<file path="config.mk">
export PLATFORM = sky130hd
export DESIGN_NAME = memHierarchyCtrl
export DESIGN_NICKNAME = d
export VERILOG_FILES = /design/src/design/memGeomPkg.sv /design/src/design/memOpsPkg.sv /design/src/design/memHierarchyCtrl.sv
export SDC_FILE = /design/constraint.sdc
export NUM_CORES = 1
export LEC_CHECK = 0
export BUFFER_PORTS_ARGS = -buffer_cell sky130_fd_sc_hd__buf_4
export CAP_MARGIN = 20
export CORE_MARGIN = 5
export CORE_UTILIZATION = 37
export DETAILED_ROUTE_END_ITERATION = 6
export PLACE_DENSITY = 0.71
export SLEW_MARGIN = 20
export SYNTH_ARGS = -nofsm -noshare
export SYNTH_HDL_FRONTEND = slang
export SYNTH_SLANG_ARGS = --single-unit
</file>
<file path="constraint.sdc">
create_clock -name clk -period 4.2 [get_ports clk]
set_input_delay 0.21 -clock clk [delete_from_list [all_inputs] [get_ports clk]]
set_output_delay 0.21 -clock clk [all_outputs]
set_load 0.005 [all_outputs]
</file>
<file path="src/design/memGeomPkg.sv">
package memGeomPkg;

    // Data memory.
    localparam int MEM_BYTES = 1024;
    localparam int ADDR_W = 10;

    // Cache geometry, one halfword per line.
    localparam int CACHE_LINES = 64;
    localparam int INDEX_W = 6;
    localparam int TAG_W = 3;

    // Address slicing: bit 0 selects the byte, then index, then tag.
    localparam int INDEX_LSB = 1;
    localparam int TAG_LSB = INDEX_LSB + INDEX_W;

    // Main-memory delay in pipeline stages.
    localparam int MEM_LATENCY = 10;

endpackage

</file>
<file path="src/design/memOpsPkg.sv">
package memOpsPkg;

    typedef enum logic [1:0] {
        OP_LOAD_HALF  = 2'd0,
        OP_STORE_HALF = 2'd1,
        OP_STORE_BYTE = 2'd2
    } memOp_e;

    // Request from the load/store unit.
    typedef struct packed {
        memOp_e                       op;
        logic [memGeomPkg::ADDR_W-1:0] addr;
        logic [15:0]                  wdata;
        logic [5:0]                   robTag;
    } memReq_t;

    typedef struct packed {
        logic [15:0] rdata;
        logic [5:0]  robTag;
        logic        hit;
    } memResp_t;

    // One access issued into the memory pipeline.
    typedef struct packed {
        logic                         rd;
        logic                         wr;
        logic                         byteWrite; // Store low byte only.
        logic [memGeomPkg::ADDR_W-1:0] addr;
        logic [15:0]                  wdata;
    } memAccess_t;

endpackage

</file>
<file path="src/design/memHierarchyCtrl.sv">
`timescale 1ns/1ps

module memHierarchyCtrl (
    input  logic                  clk,
    input  logic                  rstn,
    input  logic                  req,
    input  memOpsPkg::memReq_t    reqData,
    output logic                  ack,
    output memOpsPkg::memResp_t   resp,
    output logic                  lookup,
    output memOpsPkg::memReq_t    cacheReq,
    input  logic                  cacheHit,
    input  logic [15:0]           cacheData,
    output logic                  memIssue,
    output memOpsPkg::memAccess_t memAccess,
    input  logic                  memRdValid,
    input  logic [15:0]           memRdData,
    output logic                  fill
);
    import memOpsPkg::*;

    typedef enum logic [2:0] {
        IDLE,
        LOOKUP,
        MISS_WAIT,
        RESPOND,
        RELEASE
    } ctrlState_e;

    ctrlState_e state;
    memReq_t    reqReg;
    logic       isStore;

    assign isStore = reqReg.op != OP_LOAD_HALF;

    assign lookup = state == LOOKUP;
    assign cacheReq = reqReg;

    // Hit result is valid in RESPOND. Stores post here, hit or not.
    assign memIssue = (state == RESPOND) && (isStore || !cacheHit);
    assign fill = (state == MISS_WAIT) && memRdValid;

    always_comb begin
        memAccess.rd = !isStore;
        memAccess.wr = isStore;
        memAccess.byteWrite = reqReg.op == OP_STORE_BYTE;
        memAccess.addr = reqReg.addr;
        memAccess.wdata = reqReg.wdata;
    end

    always_ff @(posedge clk or negedge rstn) begin
        if (!rstn) begin
            state <= IDLE;
            ack <= 1'b0;
        end else begin
            case (state)
                IDLE: begin
                    if (req) state <= LOOKUP;
                end
                LOOKUP: state <= RESPOND;
                RESPOND: begin
                    if (isStore || cacheHit) begin
                        ack <= 1'b1;
                        state <= RELEASE;
                    end else begin
                        state <= MISS_WAIT;
                    end
                end
                MISS_WAIT: begin
                    if (memRdValid) begin
                        ack <= 1'b1;
                        state <= RELEASE;
                    end
                end
                RELEASE: begin
                    if (!req) begin // Hold ack until requester lets go.
                        ack <= 1'b0;
                        state <= IDLE;
                    end
                end
                default: state <= IDLE;
            endcase
        end
    end

    always_ff @(posedge clk) begin
        if (state == IDLE && req) begin
            reqReg <= reqData;
        end
        if (state == RESPOND) begin
            resp.rdata <= isStore ? 16'h0000 : cacheData;
            resp.robTag <= reqReg.robTag;
            resp.hit <= cacheHit;
        end
        if (fill) begin
            resp.rdata <= memRdData;
            resp.hit <= 1'b0;
        end
    end

    // Requester keeps req up until ack answers.
    reqHeld: assert property (@(posedge clk) disable iff (!rstn)
        req && !ack |=> req || ack)
        else $error("req dropped before ack");

    // Memory reads are only issued for a pending miss.
    rdInMiss: assert property (@(posedge clk) disable iff (!rstn)
        memRdValid |-> state == MISS_WAIT)
        else $error("Memory read data outside a miss wait");

endmodule

</file>
* Word-level counts from Yosys, hierarchy flattened
Index checks and enable logic that the tools add are counted.
** Operators by class
- Equality and inequality tests :: 9
- Muxes and demuxes :: 12
- Reductions and logical operators :: 13
** Operators with widths (count)
- $mux W16 :: 2
- $mux W23 :: 1
- $pmux W3 S5 :: 1
- $mux W3 :: 4
- $ne A2 B2 Y1 const B :: 4
- $eq A3 B2 Y1 const B :: 2
- $reduce_and A4 Y1 :: 1
- $reduce_bool A2 Y1 :: 2
- $eq A3 B1 Y1 const B :: 1
- $eq A3 B3 Y1 const B :: 1
- $logic_and A1 B1 Y1 :: 3
- $logic_not A3 Y1 :: 1
- $mux W1 :: 3
- $pmux W1 S3 :: 1
- $reduce_and A3 Y1 :: 1
- $reduce_bool A3 Y1 :: 1
- $eq A2 B2 Y1 const B :: 1
- $logic_not A1 Y1 :: 2
- $logic_or A1 B1 Y1 :: 2
** Storage, ports and cells
- Flip-flop bits (word level) :: 61
- Output and inout bits :: 90
- Input port bits :: 71
- Logic and storage cells :: 43

* Logic depth before layout (Yosys ltp)
- Depth after elaboration :: 4
- Depth in mapped cells :: 5
- Depth with buffers taken out :: 5

* Worst setup path before layout
No wires, ideal clock.
- Kind :: reg2reg
- From :: register state[0]
- To :: register reqReg (netlist bit cacheReq[0]), enable pin
- Buffers on the path :: 1
- Library setup time :: 523 ps
- Arrival time :: 4100 ps
- Clock period less this slack :: 4623 ps
- Data required time :: 3677 ps
- Setup slack :: -423 ps
- Stages on the path, launching flop included :: 3
- Cells stage by stage :: dfrtp_1 buf_6 nor4b_1
** On the way
- Word-level cells in the longest chain between the ends :: 2
** RTL lines
- start, declared :: RTL line memHierarchyCtrl.sv:30 : ctrlState_e state;
- start signal, assigned :: RTL line memHierarchyCtrl.sv:53 : state <= IDLE;
- start signal, assigned :: RTL line memHierarchyCtrl.sv:58 : if (req) state <= LOOKUP;
- start signal, assigned :: RTL line memHierarchyCtrl.sv:60 : LOOKUP: state <= RESPOND;
- $logic_not A3 Y1 :: RTL line memHierarchyCtrl.sv:87 : if (state == IDLE && req) begin
- $logic_and A1 B1 Y1 :: RTL line memHierarchyCtrl.sv:87
- end signal, assigned :: RTL line memHierarchyCtrl.sv:88 : reqReg <= reqData;
- end, declared :: RTL line memHierarchyCtrl.sv:31 : memReq_t reqReg;
No other way between the ends.
A chain may end at the register's enable or synchronous reset.

* Final worst setup path
- From :: register state[0]
- To :: register resp[20] (netlist bit), enable pin
** On the way
- Word-level cells in the longest chain between the ends :: 3
- Elaborated cells on any way between the ends :: 4
- Classes of those cells :: eq/ne: 2; reduce/logical: 2
** RTL lines
- $eq A3 B2 Y1 :: RTL line memHierarchyCtrl.sv:41 : assign fill = (state == MISS_WAIT) && memRdValid;
- $logic_and A1 B1 Y1 :: RTL line memHierarchyCtrl.sv:41
- $reduce_bool A2 Y1 (no source line) (*)
- end, declared :: RTL line memHierarchyCtrl.sv:9 : output memOpsPkg::memResp_t resp,
Mark *: on every way between the ends. The rest lies on a longest branch, timed or not.

==> run metrics <==
status completed; sequential cell fraction of total power 47.7%; worst r2r path cells 2; Yosys top cell by area edfxtp_1; Die Width 90.10 µm; Worst EP required 4.15 ns; placed inst area 0.003445 mm²; Tcrit/Tclk final 55.96%; Switching Fraction 26.91%; die span in y 90.10 µm; Routed wire per std cell 17.20 µm; Placer Congestion 0.7950; Clock Latency Late Sink 0.32 ns; synth top area cells edfxtp_1 71%, buf_4 8.9%, a22o_1 5.9%, dfrtp_1 4.2%, buf_6 1.4%; Final Slew Violations 0; Crit path depth 2; Yosys top cell area share 70.85%; CTS buffer count 9; first-pass GRT wire length 9577 µm; synth unique cells 25; final hold vios 0; Int Power 0.001442 W; post-CTS sizing 0; post-DP HPWL 4933 µm; Setup violations, final 0; CORE AREA 0.006277 mm²; H-tree levels 3; critical path startpoint state[0]; Initial Utilization 37.81%; total die area 0.008117 mm²; CP Buf/Inv Count 0; NumNets Final 347; net switching power 0.0005308 W; maximum clock path buffer count 2; Clock Power Share 24.4%; cts hold-fix bufs 1; slowest cell on the critical path and4bb_1; Area Overhead vs Synth 53.77%; hold depth 1; Syn Nets 205; Crit Path Category flop to flop; Core Rows 29; logic gate share of total power 27.9%; Post-CTS Setup Bufs 0; DR vias/cell 4.696; worst reg-to-reg setup slack 1.85 ns; VDD IR-drop max 0.2448 mV; I/O pins 161; DRC 0; drt first pass iters 4; Final min period 2.350 ns; worst r2r dst resp[20]; final wirelength 6156 µm; Top Family by Delay on Critical Path simple AND/OR/NAND/NOR gates; crit path cell chain and4bb_1 -> or2_1; Setup crit end resp[20]; Setup TNS Final 0 ns; CP endpoint kind flop; number of synthesized register bits 61; Crit path arrival time 2.30 ns; ant diodes 0; GRT overflow 0; FMAX 0.4255 GHz; Leakage 1.603 nW; unrepaired setup endpoints after global routing no; Worst Skew 0.005815 ns; mapped cell area 0.002374 mm²; Starting DRT DRC Count 75; initial antenna violation count 0; yosys warns 0; max incr delay on CP 0.81 ns; asr flop ratio synth 6.557%; slew margin rel. 51.72%; min-delay worst type primary input to flop; Total GRT Usage 15.03%; worst slew pin tran 0.7242 ns; vias after detailed routing 1681; Mapped Cells 134; largest net degree at the start of global routing 21; Final ANT Viol Nets 0; Critical R2R Launch state[0]; Worst-path clk slew 0.07 ns; kind of start point of the critical path flop; top_reg_cell synth edfxtp_1; CTS sink cnt 61; MaxCap Viol Count 0; Finished Cell Area 0.003650 mm²; CTS tree built; PortBufs 160; Mean Syn Cell Area 17.71 µm²; hold_sp reqData[8]; share of cells above drive strength 1 64.06%; sequential share of the synthesized area 75.91%; number of synthesized flops with an enable pin 56; crit-path max FO 20; Power Dens Cells 540.4 mW/mm²; CTS root buf clkbuf_8; vias in the first global route 1744
## routing by layer
metal  track usage [%]  routed length, µm  vias to the layer above
met5                 0                  0                        -
met4             7.072                127                        0
met3             6.511                561                       10
met2             24.70               3188                       99
met1             16.72               2279                      803
li1                  -                  -                      769
## state kept, by name, summed over array words and instances (netlist names)
signal and cells:
state 3, ack 1, cacheReq 34, resp 23
## worst register-to-register path, stage by stage, from the launching register on
cell and delay, ns:
dfrtp_1 0.50, and4bb_1 0.81, or2_1 0.67
## cells in the mapped netlist, drive strengths merged (2+ instances only)
library cell,instances
a21oi,2
a22o,16
nor4b,2
nor2,6
dfrtp,4
buf,32
inv,3
mux2i,2
edfxtp,56
## cell usage in the layout (no fill, tap or decap), drive strengths merged
cell type	instances
dfxtp	1
nand3b	1
edfxtp	56
o31ai	1
nor2b	1
clkbuf	12
a22o	16
dlygate4sd3	1
buf	162
o21ai	1
clkinv	1
nor2	6
nor4b	2
a21oi	2
mux2i	2
and4bb	1
or2	1
dfrtp	4
inv	3
a32o	1
bufinv	1
clkinvlp	2
nor3	1
or3	1
nor3b	1
## logic make-up after synthesis
logic type / Yosys count / synth area share (%)
muxes: 2 / 0.8435
AOI/OAI and AO/OA: 21 / 7.274
buffers and inverters: 35 / 10.96
and+or+nand+nor: 15 / 5.008
DFF: 61 / 75.91
## cell type report
class | count | area [µm²]
Inverter | 3 | 11.26
Clock buffer | 12 | 135.1
Multi-Input combinational cell | 38 | 326.6
Clock inverter | 4 | 48.80
Fill cell | 528 | 2628
Sequential cell | 61 | 1802
Tap cell | 77 | 96.34
Timing Repair Buffer | 163 | 1230
## metrics by stage
stage,instances,utilization [%],total power [W],setup slack (ns),hold slack [ns]
after floorplan,134,-,0.001204,1.292,-0.08559
after global placement,340,54.87,0.001494,1.940,0.007952
after detailed placement,340,54.87,0.001511,1.858,0.009330
final,358,58.14,0.001972,1.850,0.06173
after global routing,358,58.14,0.002088,1.652,0.02854
after CTS,357,57.96,0.002000,1.838,0.03988
## power groups by stage
stage	Sequential (W)	Clock (W)	Combinational, W
floorplan	0.000938	0	0.000265
global placement	0.000949	0	0.000545
detailed placement	0.000957	0	0.000554
CTS	0.000945	0.000498	0.000557
global route	0.000962	0.000530	0.000597
finish	0.000940	0.000482	0.000551
## how the worst min path moves through the flow
stage	to	slack, ns
floorplan	ack	-0.09
global placement	state[2]	0.008
detailed placement	state[2]	0.009
CTS	cacheReq[2]	0.04
global route	cacheReq[8]	0.03
finish	cacheReq[8]	0.06
No activity file was read; power rests on OpenSTA's default activity.
