File: config.mk
export PLATFORM = sky130hd
export DESIGN_NAME = dataCache
export DESIGN_NICKNAME = d
export VERILOG_FILES = /design/src/design/memGeomPkg.sv /design/src/design/memOpsPkg.sv /design/src/design/dataCache.sv
export SDC_FILE = /design/constraint.sdc
export NUM_CORES = 1
export LEC_CHECK = 0
export BUFFER_PORTS_ARGS = -buffer_cell sky130_fd_sc_hd__clkbuf_2
export CELL_PAD_IN_SITES_DETAIL_PLACEMENT = 2
export CELL_PAD_IN_SITES_GLOBAL_PLACEMENT = 2
export CORE_MARGIN = 4
export CORE_UTILIZATION = 51
export DETAILED_ROUTE_END_ITERATION = 10
export PLACE_DENSITY = 0.83
export SLEW_MARGIN = 20
export SYNTH_ARGS = -nofsm -noshare
export SYNTH_HDL_FRONTEND = slang
export SYNTH_SLANG_ARGS = --single-unit
File: constraint.sdc
create_clock -name clk -period 5.87 [get_ports clk]
set_input_delay 0.8805 -clock clk [delete_from_list [all_inputs] [get_ports clk]]
set_output_delay 0.8805 -clock clk [all_outputs]
set_load 0.05 [all_outputs]
File: src/design/memGeomPkg.sv
package memGeomPkg;

    // Data memory.
    localparam int MEM_BYTES = 1024;
    localparam int ADDR_W = 10;

    // Cache geometry, one halfword per line.
    localparam int CACHE_LINES = 64;
    localparam int INDEX_W = 6;
    localparam int TAG_W = 3;

    // Address slicing: bit 0 selects the byte, then index, then tag.
    localparam int INDEX_LSB = 1;
    localparam int TAG_LSB = INDEX_LSB + INDEX_W;

    // Main-memory delay in pipeline stages.
    localparam int MEM_LATENCY = 10;

endpackage

File: src/design/memOpsPkg.sv
package memOpsPkg;

    typedef enum logic [1:0] {
        OP_LOAD_HALF  = 2'd0,
        OP_STORE_HALF = 2'd1,
        OP_STORE_BYTE = 2'd2
    } memOp_e;

    // Request from the load/store unit.
    typedef struct packed {
        memOp_e                       op;
        logic [memGeomPkg::ADDR_W-1:0] addr;
        logic [15:0]                  wdata;
        logic [5:0]                   robTag;
    } memReq_t;

    typedef struct packed {
        logic [15:0] rdata;
        logic [5:0]  robTag;
        logic        hit;
    } memResp_t;

    // One access issued into the memory pipeline.
    typedef struct packed {
        logic                         rd;
        logic                         wr;
        logic                         byteWrite; // Store low byte only.
        logic [memGeomPkg::ADDR_W-1:0] addr;
        logic [15:0]                  wdata;
    } memAccess_t;

endpackage

File: src/design/dataCache.sv
`timescale 1ns/1ps

module dataCache (
    input  logic               clk,
    input  logic               rstn,
    input  logic               lookup,
    input  memOpsPkg::memReq_t cacheReq,
    input  logic               fill,
    input  logic [15:0]        fillData,
    output logic               cacheHit,
    output logic [15:0]        cacheData
);
    import memOpsPkg::*;
    import memGeomPkg::*;

    logic [TAG_W-1:0]       tagArr [CACHE_LINES];
    logic [15:0]            dataArr [CACHE_LINES];
    logic [CACHE_LINES-1:0] validArr;

    memReq_t          lkReq; // Request of the last lookup.
    logic             lkValid;
    logic [INDEX_W-1:0] reqIdx;
    logic [INDEX_W-1:0] lkIdx;
    logic [TAG_W-1:0] reqTag;
    logic [TAG_W-1:0] lkTag;
    logic             storeHit;
    logic [15:0]      mergedData;

    assign reqIdx = cacheReq.addr[INDEX_LSB +: INDEX_W];
    assign reqTag = cacheReq.addr[TAG_LSB +: TAG_W];
    assign lkIdx = lkReq.addr[INDEX_LSB +: INDEX_W];
    assign lkTag = lkReq.addr[TAG_LSB +: TAG_W];

    // Store that hit in the previous lookup, updated one cycle later.
    assign storeHit = lkValid && cacheHit && (lkReq.op != OP_LOAD_HALF);

    always_comb begin
        mergedData = cacheData;
        if (lkReq.op == OP_STORE_HALF) begin
            mergedData = lkReq.wdata;
        end else if (lkReq.addr[0]) begin
            mergedData[15:8] = lkReq.wdata[7:0]; // Little-endian upper byte.
        end else begin
            mergedData[7:0] = lkReq.wdata[7:0];
        end
    end

    always_ff @(posedge clk or negedge rstn) begin
        if (!rstn) begin
            lkValid <= 1'b0;
            cacheHit <= 1'b0;
        end else begin
            lkValid <= lookup;
            if (lookup) begin
                cacheHit <= validArr[reqIdx] && (tagArr[reqIdx] == reqTag);
            end
        end
    end

    always_ff @(posedge clk) begin
        if (lookup) begin
            lkReq <= cacheReq;
            cacheData <= dataArr[reqIdx];
        end
    end

    always_ff @(posedge clk or negedge rstn) begin
        if (!rstn) begin
            validArr <= '0;
        end else if (fill) begin
            validArr[lkIdx] <= 1'b1;
        end
    end

    always_ff @(posedge clk) begin
        if (fill) begin
            dataArr[lkIdx] <= fillData;
            tagArr[lkIdx] <= lkTag;
        end else if (storeHit) begin
            dataArr[lkIdx] <= mergedData;
        end
    end

    // Refill only follows a lookup that missed.
    fillAfterMiss: assert property (@(posedge clk) disable iff (!rstn)
        fill |-> !cacheHit && !lkValid)
        else $error("Cache fill targets a line that hit");

endmodule

==> results of run 1 <==
==> through the flow <==
step / setup WS (ns) / instances / hold slack [ns] / instance area, µm²
2_1_floorplan: 1.137 / 2231 / 0.4337 / 51160
3_3_place_gp: 1.998 / 3570 / 0.4450 / 53650
==> cells by family after synthesis <==
group | after synthesis
flip-flops | 1326
multiplexers | 444
AND/OR/NAND/NOR | 287
buffers and inverters | 120
AO/OA/AOI/OAI | 51
XOR/XNOR | 3
==> key figures, run 1 <==
Outcome
  • Status: stopped before the end
  • Last stage: detailed placement
  • Tool error: [ERROR DPL-0033] detailed placement checks failed during check placement.

Yosys
  • Synth Area in Adders: 0%
  • Yosys warning total: 0
  • Main synth FF type: edfxtp_1
  • Gate Count Post-Synth: 2231
  • Syn Nets: about 2.3k
  • Synth area leader: edfxtp_1
  • Post-synth top cells: edfxtp_1, mux4_2, nor2_1
  • Share of the synthesized area in the top cell type: 73.96%
  • Seq/Total Area, Yosys: just under 80%
  • Synth Area in Simple Gates: under 10%
  • Fraction of registers with async set/reset: roughly 5%
  • Synth top area cells: edfxtp_1, mux4_2, dfrtp_1
  • Synth Register Bits: between 1k and 1.5k
  • Count leader, synth: edfxtp_1
  • Largest family of logic cells by synthesized area: multiplexers
  • Mux share of post-synthesis cell area: between 10% and 20%
  • EDFF count, synth: ~1.3k
  • Syn_area_per_cell: between 20 and 25 µm²
  • Xor/xnor share of the synthesized area: 0.05136%
  • Yosys cell types: 42
  • Synthesized area: a little over 0.05 mm²
  • Complex-gate fraction of the synthesized area: less than 1%

Floorplanning
  • Die X: ~320 µm
  • Die Y: roughly 320 µm
  • # IOs: 71
  • FP Rows: about 120
  • Initial Utilization: between 50% and 60%

Place
  • RD Place Congestion: slightly below 0.8
  • PortBufs: 64
  • Dpl hpwl: around 120 mm
==> inputs of run 2 (changes only) <==
--- a/config.mk
+++ b/config.mk
@@ -6,12 +6,10 @@
 export NUM_CORES = 1
 export LEC_CHECK = 0
 export BUFFER_PORTS_ARGS = -buffer_cell sky130_fd_sc_hd__clkbuf_2
-export CELL_PAD_IN_SITES_DETAIL_PLACEMENT = 2
-export CELL_PAD_IN_SITES_GLOBAL_PLACEMENT = 2
 export CORE_MARGIN = 4
-export CORE_UTILIZATION = 51
+export CORE_UTILIZATION = 40
 export DETAILED_ROUTE_END_ITERATION = 10
-export PLACE_DENSITY = 0.83
+export PLACE_DENSITY_LB_ADDON = 0.15
 export SLEW_MARGIN = 20
 export SYNTH_ARGS = -nofsm -noshare
 export SYNTH_HDL_FRONTEND = slang
==> key figures, run 2 <==
Outcome
  • Status: completed

Yosys
  • Largest family of logic cells by synthesized area: multiplexers
  • Xor/xnor share of the synthesized area: 0.05136%
  • Synth Area in Adders: 0%
  • Post-synth top cells: edfxtp_1, mux4_2, nor2_1
  • EDFF count, synth: between 1k and 1.5k
  • Synthesized area: a little over 0.05 mm²
  • Synth Area in Simple Gates: under 10%
  • Syn_area_per_cell: ~23 µm²
  • Main synth FF type: edfxtp_1
  • Yosys cell types: 42
  • Synth top area cells: edfxtp_1, mux4_2, dfrtp_1
  • Share of the synthesized area in the top cell type: roughly 74%
  • Synth Register Bits: 1326
  • Count leader, synth: edfxtp_1
  • Gate Count Post-Synth: 2231
  • Complex-gate fraction of the synthesized area: less than 1%
  • Syn Nets: roughly 2.3k
  • Fraction of registers with async set/reset: roughly 5%
  • Seq/Total Area, Yosys: between 70 and 80%
  • Mux share of post-synthesis cell area: 18.43%
  • Synth area leader: edfxtp_1
  • Yosys warning total: 0

Global routing
  • Pin count of the biggest net entering global routing: 75
  • Met3 Track Usage GR: just over 4%
  • GR Layer Usage met2: 30.40%
  • Initial antenna violation count: 11
  • Met1 Usage GRT: between 20% and 30%
  • Vias in the first global route: 24.84k
  • All-Layer GR Usage: between 10% and 20%
  • First-pass GRT wire length: between 150 and 200 mm
  • Grt total ovfl: 0
  • Busiest metal layer after global routing: met2

CTS
  • Skew-Pair Late Insertion Delay: around 0.75 ns
  • Post-CTS setup buffer count: 0
  • Hold-fix buffers, CTS: 0
  • CTS tree: built
  • CTS Root Cell: clkbuf_16
  • Htree depth: 4
  • # resized after CTS: 0
  • Clk sink count: roughly 1.3k
  • CTS buffer count: approximately 140
  • Clock buffer depth: 3
  • Worst-path clk slew: ~0.07 ns

STA
  • Fmax: 270.9 MHz
  • Period Utilization, post-route: a little over three fifths
  • Fin Setup TNS: 0 ns
  • RSZ-0062 raised after global routing: no
  • Fin. Hold Viols: 0
  • WHS: between 0.2 and 0.3 ns
  • Post-route minimum period: roughly 3.7 ns
  • Slew Viols, Final: 0
  • Rel. slew slack: a little over a quarter
  • Setup Skew: about 0.022 ns
  • Setup Viol. Count Final: 0
  • Worst-Margin Slew: about 1.1 ns

Floorplanning
  • Core Region: 0.1264 mm²
  • FP Rows: between 100 and 150
  • # IOs: 71
  • Die X: between 300 and 400 µm
  • Initial Utilization: ~40%
  • Die Y: 365.6 µm
  • Full die area: between 0.1 and 0.15 mm²

Worst setup path
  • CP max FO: 10
  • Crit path arrival time: about 4.1 ns
  • Crit end category: flip-flop
  • WS Path Type: flip-flop to flip-flop
  • CP Data Required Time: 6.30 ns
  • CP startpoint kind: flip-flop
  • Worst path cell trace: o211ai_1 -> nor2b_1 -> nor2b_1 -> nand3_1 -> nor2_1 -> buf_4
  • Crit path buf inv count: 1
  • Worst path max stage delay: slightly below 0.9 ns
  • Delay-heaviest family, CP: simple AND/OR/NAND/NOR gates
  • Top cell by count, worst path: nor2b_1
  • Worst-path cell with the longest stage delay: nor2_1

Cells and area
  • FF/Latch Area: between 0.03 and 0.04 mm²
  • Design Area, Final: about 0.06 mm²
  • Share of cells above drive strength 1: between 30% and 40%
  • Layout area overhead: 15.10%
  • Biggest regs: dataArr x1024, tagArr x192, validArr x64
  • FILL cells: around 10k
  • Most flops, register: dataArr
  • Commonest non-fill, non-tap cell in the layout: edfxtp_1
  • Max reg flops: slightly above 1k
  • Nets@finish: 2486
  • Most frequent cells in the layout: edfxtp_1, mux4_2, clkbuf_16
  • Area occupied by multi-input gates: 0.01144 mm²
  • Post-route insts no fill: approximately 4.2k

Power
  • Leak: ~0.019 µW
  • Peak supply drop: 290.8 µV
  • Power Dens Cells: around 350 mW/mm²

Place
  • Dpl hpwl: 73.26 mm
  • Placed cell count: about 3.9k
  • RD Place Congestion: between 0.7 and 0.8
  • PortBufs: 64
  • Post-DP Area: 0.05431 mm²

Routing
  • Detailed Route Iter0 Violations: 2205
  • Post-route ant nets: 0
  • WL final: approximately 130 mm
  • Via count: roughly 24k
  • Drt pass-1 iters: 5
  • # DRC: 0
  • Vias per cell: between 5 and 6
  • Detailed-route wire length per cell: between 30 and 40 µm

Min path
  • Worst Hold Class: input port to async pin

Run
  • Max-Cap Viols: 0
run 2: per-layer routing:
layer	vias to the layer above	share of wire (%)
li1	9793	-
met1	13040	44
met3	138	6.8
met2	726	48
met5	-	0.0095
met4	2	1.7
run 2: final timing paths:
| kind | startpoint | to | slack [ns] | cells after the start |
|---|---|---|---|---|
| setup reg to reg | cacheHit | dataArr[15][15] | 2.18 | 6 |
| hold reg to reg | validArr[57] | validArr[57] | 0.46 | 1 |
| hold / removal | rstn | validArr[5] | 0.28 | 1 |
| setup / recovery | cacheHit | dataArr[15][15] | 2.18 | 6 |
| max in group asynchronous | rstn | validArr[50] | 4.94 | 1 |
| min in group clk | cacheReq[20] | lkReq[20] | 0.31 | 1 |
run 2: kinds of logic (layout without fill, tap and decap cells):
group / count (synthesis) / count (layout)
flops: 1326 / 1326
mux: 444 / 444
simple gates: 287 / 287
buf+inv: 120 / 430
compound gates: 51 / 51
xor+xnor: 3 / 3
other cells: 0 / 2
run 2: layout make-up:
type                            instances  area share, %
Sequential cell                      1326          67.07
Multi-Input combinational cell        785          19.44
Clock buffer                          186          6.653
Tap cell                             1650          3.506
Timing Repair Buffer                  177          2.276
Clock inverter                         64          1.035
Inverter                                3        0.01913
Antenna cell                            2       0.008500
run 2: worst register-to-register path, cell delays in order (launching register included):
cell      delay [ns]
dfrtp_1         0.54
o211ai_1        0.38
nor2b_1         0.27
nor2b_1         0.25
nand3_1         0.67
nor2_1          0.90
buf_4           0.37
run 2: power breakdown:
group          internal (µW)  total (µW)  switching (µW)
combinational            529        1310             783
sequential             10600       10700            98.1
clock                   5170        8710            3540
total                  16300       20700            4420
run 2: per-stage QoR:
| step | setup slack [ns] | util (%) | power, µW |
|---|---|---|---|
| 4_1_cts | 2.168 | 46.56 | 20940 |
| 3_3_place_gp | 1.882 | 42.93 | 12170 |
| 2_1_floorplan | 1.137 | - | 11690 |
| 6_report | 2.178 | 46.59 | 20710 |
| 3_5_place_dp | 1.861 | 42.98 | 12220 |
| 5_1_grt | 2.051 | 46.58 | 21430 |
Note: power is estimated with default switching activity, not from simulation.
==> inputs of run 3 (changes only) <==
==> constraint.sdc (replaced) <==
create_clock -name clk -period 3.15 [get_ports clk]
set_input_delay 0.4725 -clock clk [delete_from_list [all_inputs] [get_ports clk]]
set_output_delay 0.4725 -clock clk [all_outputs]
set_load 0.05 [all_outputs]
==> key figures, run 3 (synthesis gave the netlist of run 2 again) <==
Outcome
  • Status: completed

Floorplanning
  • Full die area: between 0.1 and 0.15 mm²
  • Initial Utilization: about 40%
  • Core Region: about 0.13 mm²
  • Die Y: approximately 370 µm
  • Die X: about 370 µm
  • # IOs: between 70 and 80
  • FP Rows: 130

CTS
  • Clock buffer depth: 3
  • CTS tree: built
  • # resized after CTS: 0
  • Htree depth: 4
  • Hold-fix buffers, CTS: 16
  • CTS buffer count: approximately 140
  • CTS Root Cell: clkbuf_16
  • Worst-path clk slew: ~0.060 ns
  • Post-CTS setup buffer count: 0
  • Skew-Pair Late Insertion Delay: around 0.75 ns
  • Clk sink count: 1326

STA
  • RSZ-0062 raised after global routing: no
  • Slew Viols, Final: 0
  • Rel. slew slack: ~37%
  • Setup Skew: 0.02703 ns
  • Worst-Margin Slew: about 0.94 ns
  • Post-route minimum period: between 2 and 3 ns
  • Fin Setup TNS: 0 ns
  • Period Utilization, post-route: roughly nine tenths
  • Setup Viol. Count Final: 0
  • WHS: between 0.05 and 0.06 ns
  • Fin. Hold Viols: 0
  • Fmax: between 300 and 400 MHz

Power
  • Clock share of power: 41.0%
  • Power Dens Cells: 638.2 mW/mm²
  • Leak: a little under 0.02 µW
  • Switch share: 21.57%
  • Comb power frac: around 7%
  • Reg power frac: 52.1%
  • Sw power: roughly 8200 µW
  • Final Total Pwr: roughly 38000 µW
  • Peak supply drop: roughly 530 µV
  • Pint: roughly 30000 µW

Cells and area
  • Commonest non-fill, non-tap cell in the layout: edfxtp_1
  • Most flops, register: dataArr
  • Share of cells above drive strength 1: between 30% and 40%
  • Most frequent cells in the layout: edfxtp_1, mux4_2, clkbuf_16
  • Post-route insts no fill: between 4k and 5k
  • Area occupied by multi-input gates: approximately 0.011 mm²
  • Layout area overhead: 17.06%
  • FILL cells: roughly 10k
  • Biggest regs: dataArr x1024, tagArr x192, validArr x64
  • Nets@finish: 2572
  • FF/Latch Area: between 0.03 and 0.04 mm²
  • Max reg flops: 1024
  • Share of the core filled with cells: 47.38%

Routing
  • Detailed-route wire length per cell: 30.11 µm
  • Via count: roughly 24k
  • # DRC: 0
  • WL final: 128.9 mm
  • Detailed Route Iter0 Violations: roughly 2.5k
  • Vias per cell: ~5.6
  • Post-route ant nets: 0
  • Drt pass-1 iters: 7

Worst setup path
  • Crit path arrival time: between 3 and 4 ns
  • CP startpoint kind: flip-flop
  • Reg2reg path depth: 4
  • Crit end category: flip-flop
  • Worst R2R Setup Slack: 0.34 ns
  • WS Path Type: flip-flop to flip-flop
  • CP Data Required Time: about 3.7 ns
  • Worst r2r src: cacheHit
  • CP max FO: 33
  • Reg-to-reg endpoint: dataArr[55][2]

Global routing
  • All-Layer GR Usage: around a fifth
  • Initial antenna violation count: 13
  • Vias in the first global route: between 20k and 25k
  • First-pass GRT wire length: 183.1 mm
  • Grt total ovfl: 0
  • Pin count of the biggest net entering global routing: 67

Place
  • Dpl hpwl: approximately 77 mm
  • RD Place Congestion: roughly 0.8
  • Placed cell count: 4010
  • PortBufs: 64

Min path
  • Hold Path Cell Cnt: 1
  • Worst Hold Class: input port to flip-flop
  • Hold Crit Endpoint: lkReq[32]
  • HP Start: cacheReq[32]

Run
  • Max-Cap Viols: 0
run 3: changes by cell type in the layout (fill, tap and decap cells not counted), sizes merged:
cell,before,now
buf,118,188
bufinv,11,4
clkbuf,245,260
inv,7,5
clkinvlp,5,2
diode,2,1
dlygate4sd3,0,16
clkinv,44,45
run 3: area by class of cell:
cell class	count	area share, %
antenna	1	0.004179
sequential	1326	65.94
tap	1650	3.448
clock buffer	201	6.653
timing repair buffer	263	4.185
multi-input combinational	785	19.10
clock inverter	53	0.6498
inverter	3	0.01881
run 3: routing by layer:
layer / track usage, % / wire, µm
met1: 28.09 / 55810
met5: 0 / 0
met2: 30.26 / 60220
met4: 4.883 / 2439
met3: 5.192 / 10450
run 3: power groups by stage:
stage	Clock, µW	Combinational [µW]	Sequential (µW)
floorplan	0	1440	20300
global placement	0	2590	20300
detailed placement	0	2640	20300
CTS	16000	2670	19900
global route	16800	2810	19900
finish	15700	2630	19900
run 3: how the worst max path moves through the flow:
stage,from,end,slack [ns],cells past startpoint
final,cacheHit,dataArr[55][2],0.34,4
after floorplan,cacheHit,dataArr[0][10],-0.41,5
after global routing,cacheHit,dataArr[55][2],0.24,4
after CTS,cacheHit,dataArr[55][2],0.34,4
after global placement,cacheReq[23],cacheHit,0.07,10
after detailed placement,cacheReq[23],cacheHit,0.08,10
run 3: per-stage QoR:
stage	worst slack (ns)	cell area [µm²]
after floorplan	-0.4123	51160
final	0.3426	59880
after global routing	0.2406	59880
after global placement	0.06546	55330
after CTS	0.3395	59860
after detailed placement	0.08378	55330
run 3: worst max-delay path, cell delays in order (launching register included):
cell and delay [ns]:
dfrtp_1 0.56, o211ai_1 0.18, or2_2 0.49, o21ai_4 0.80, buf_4 0.48
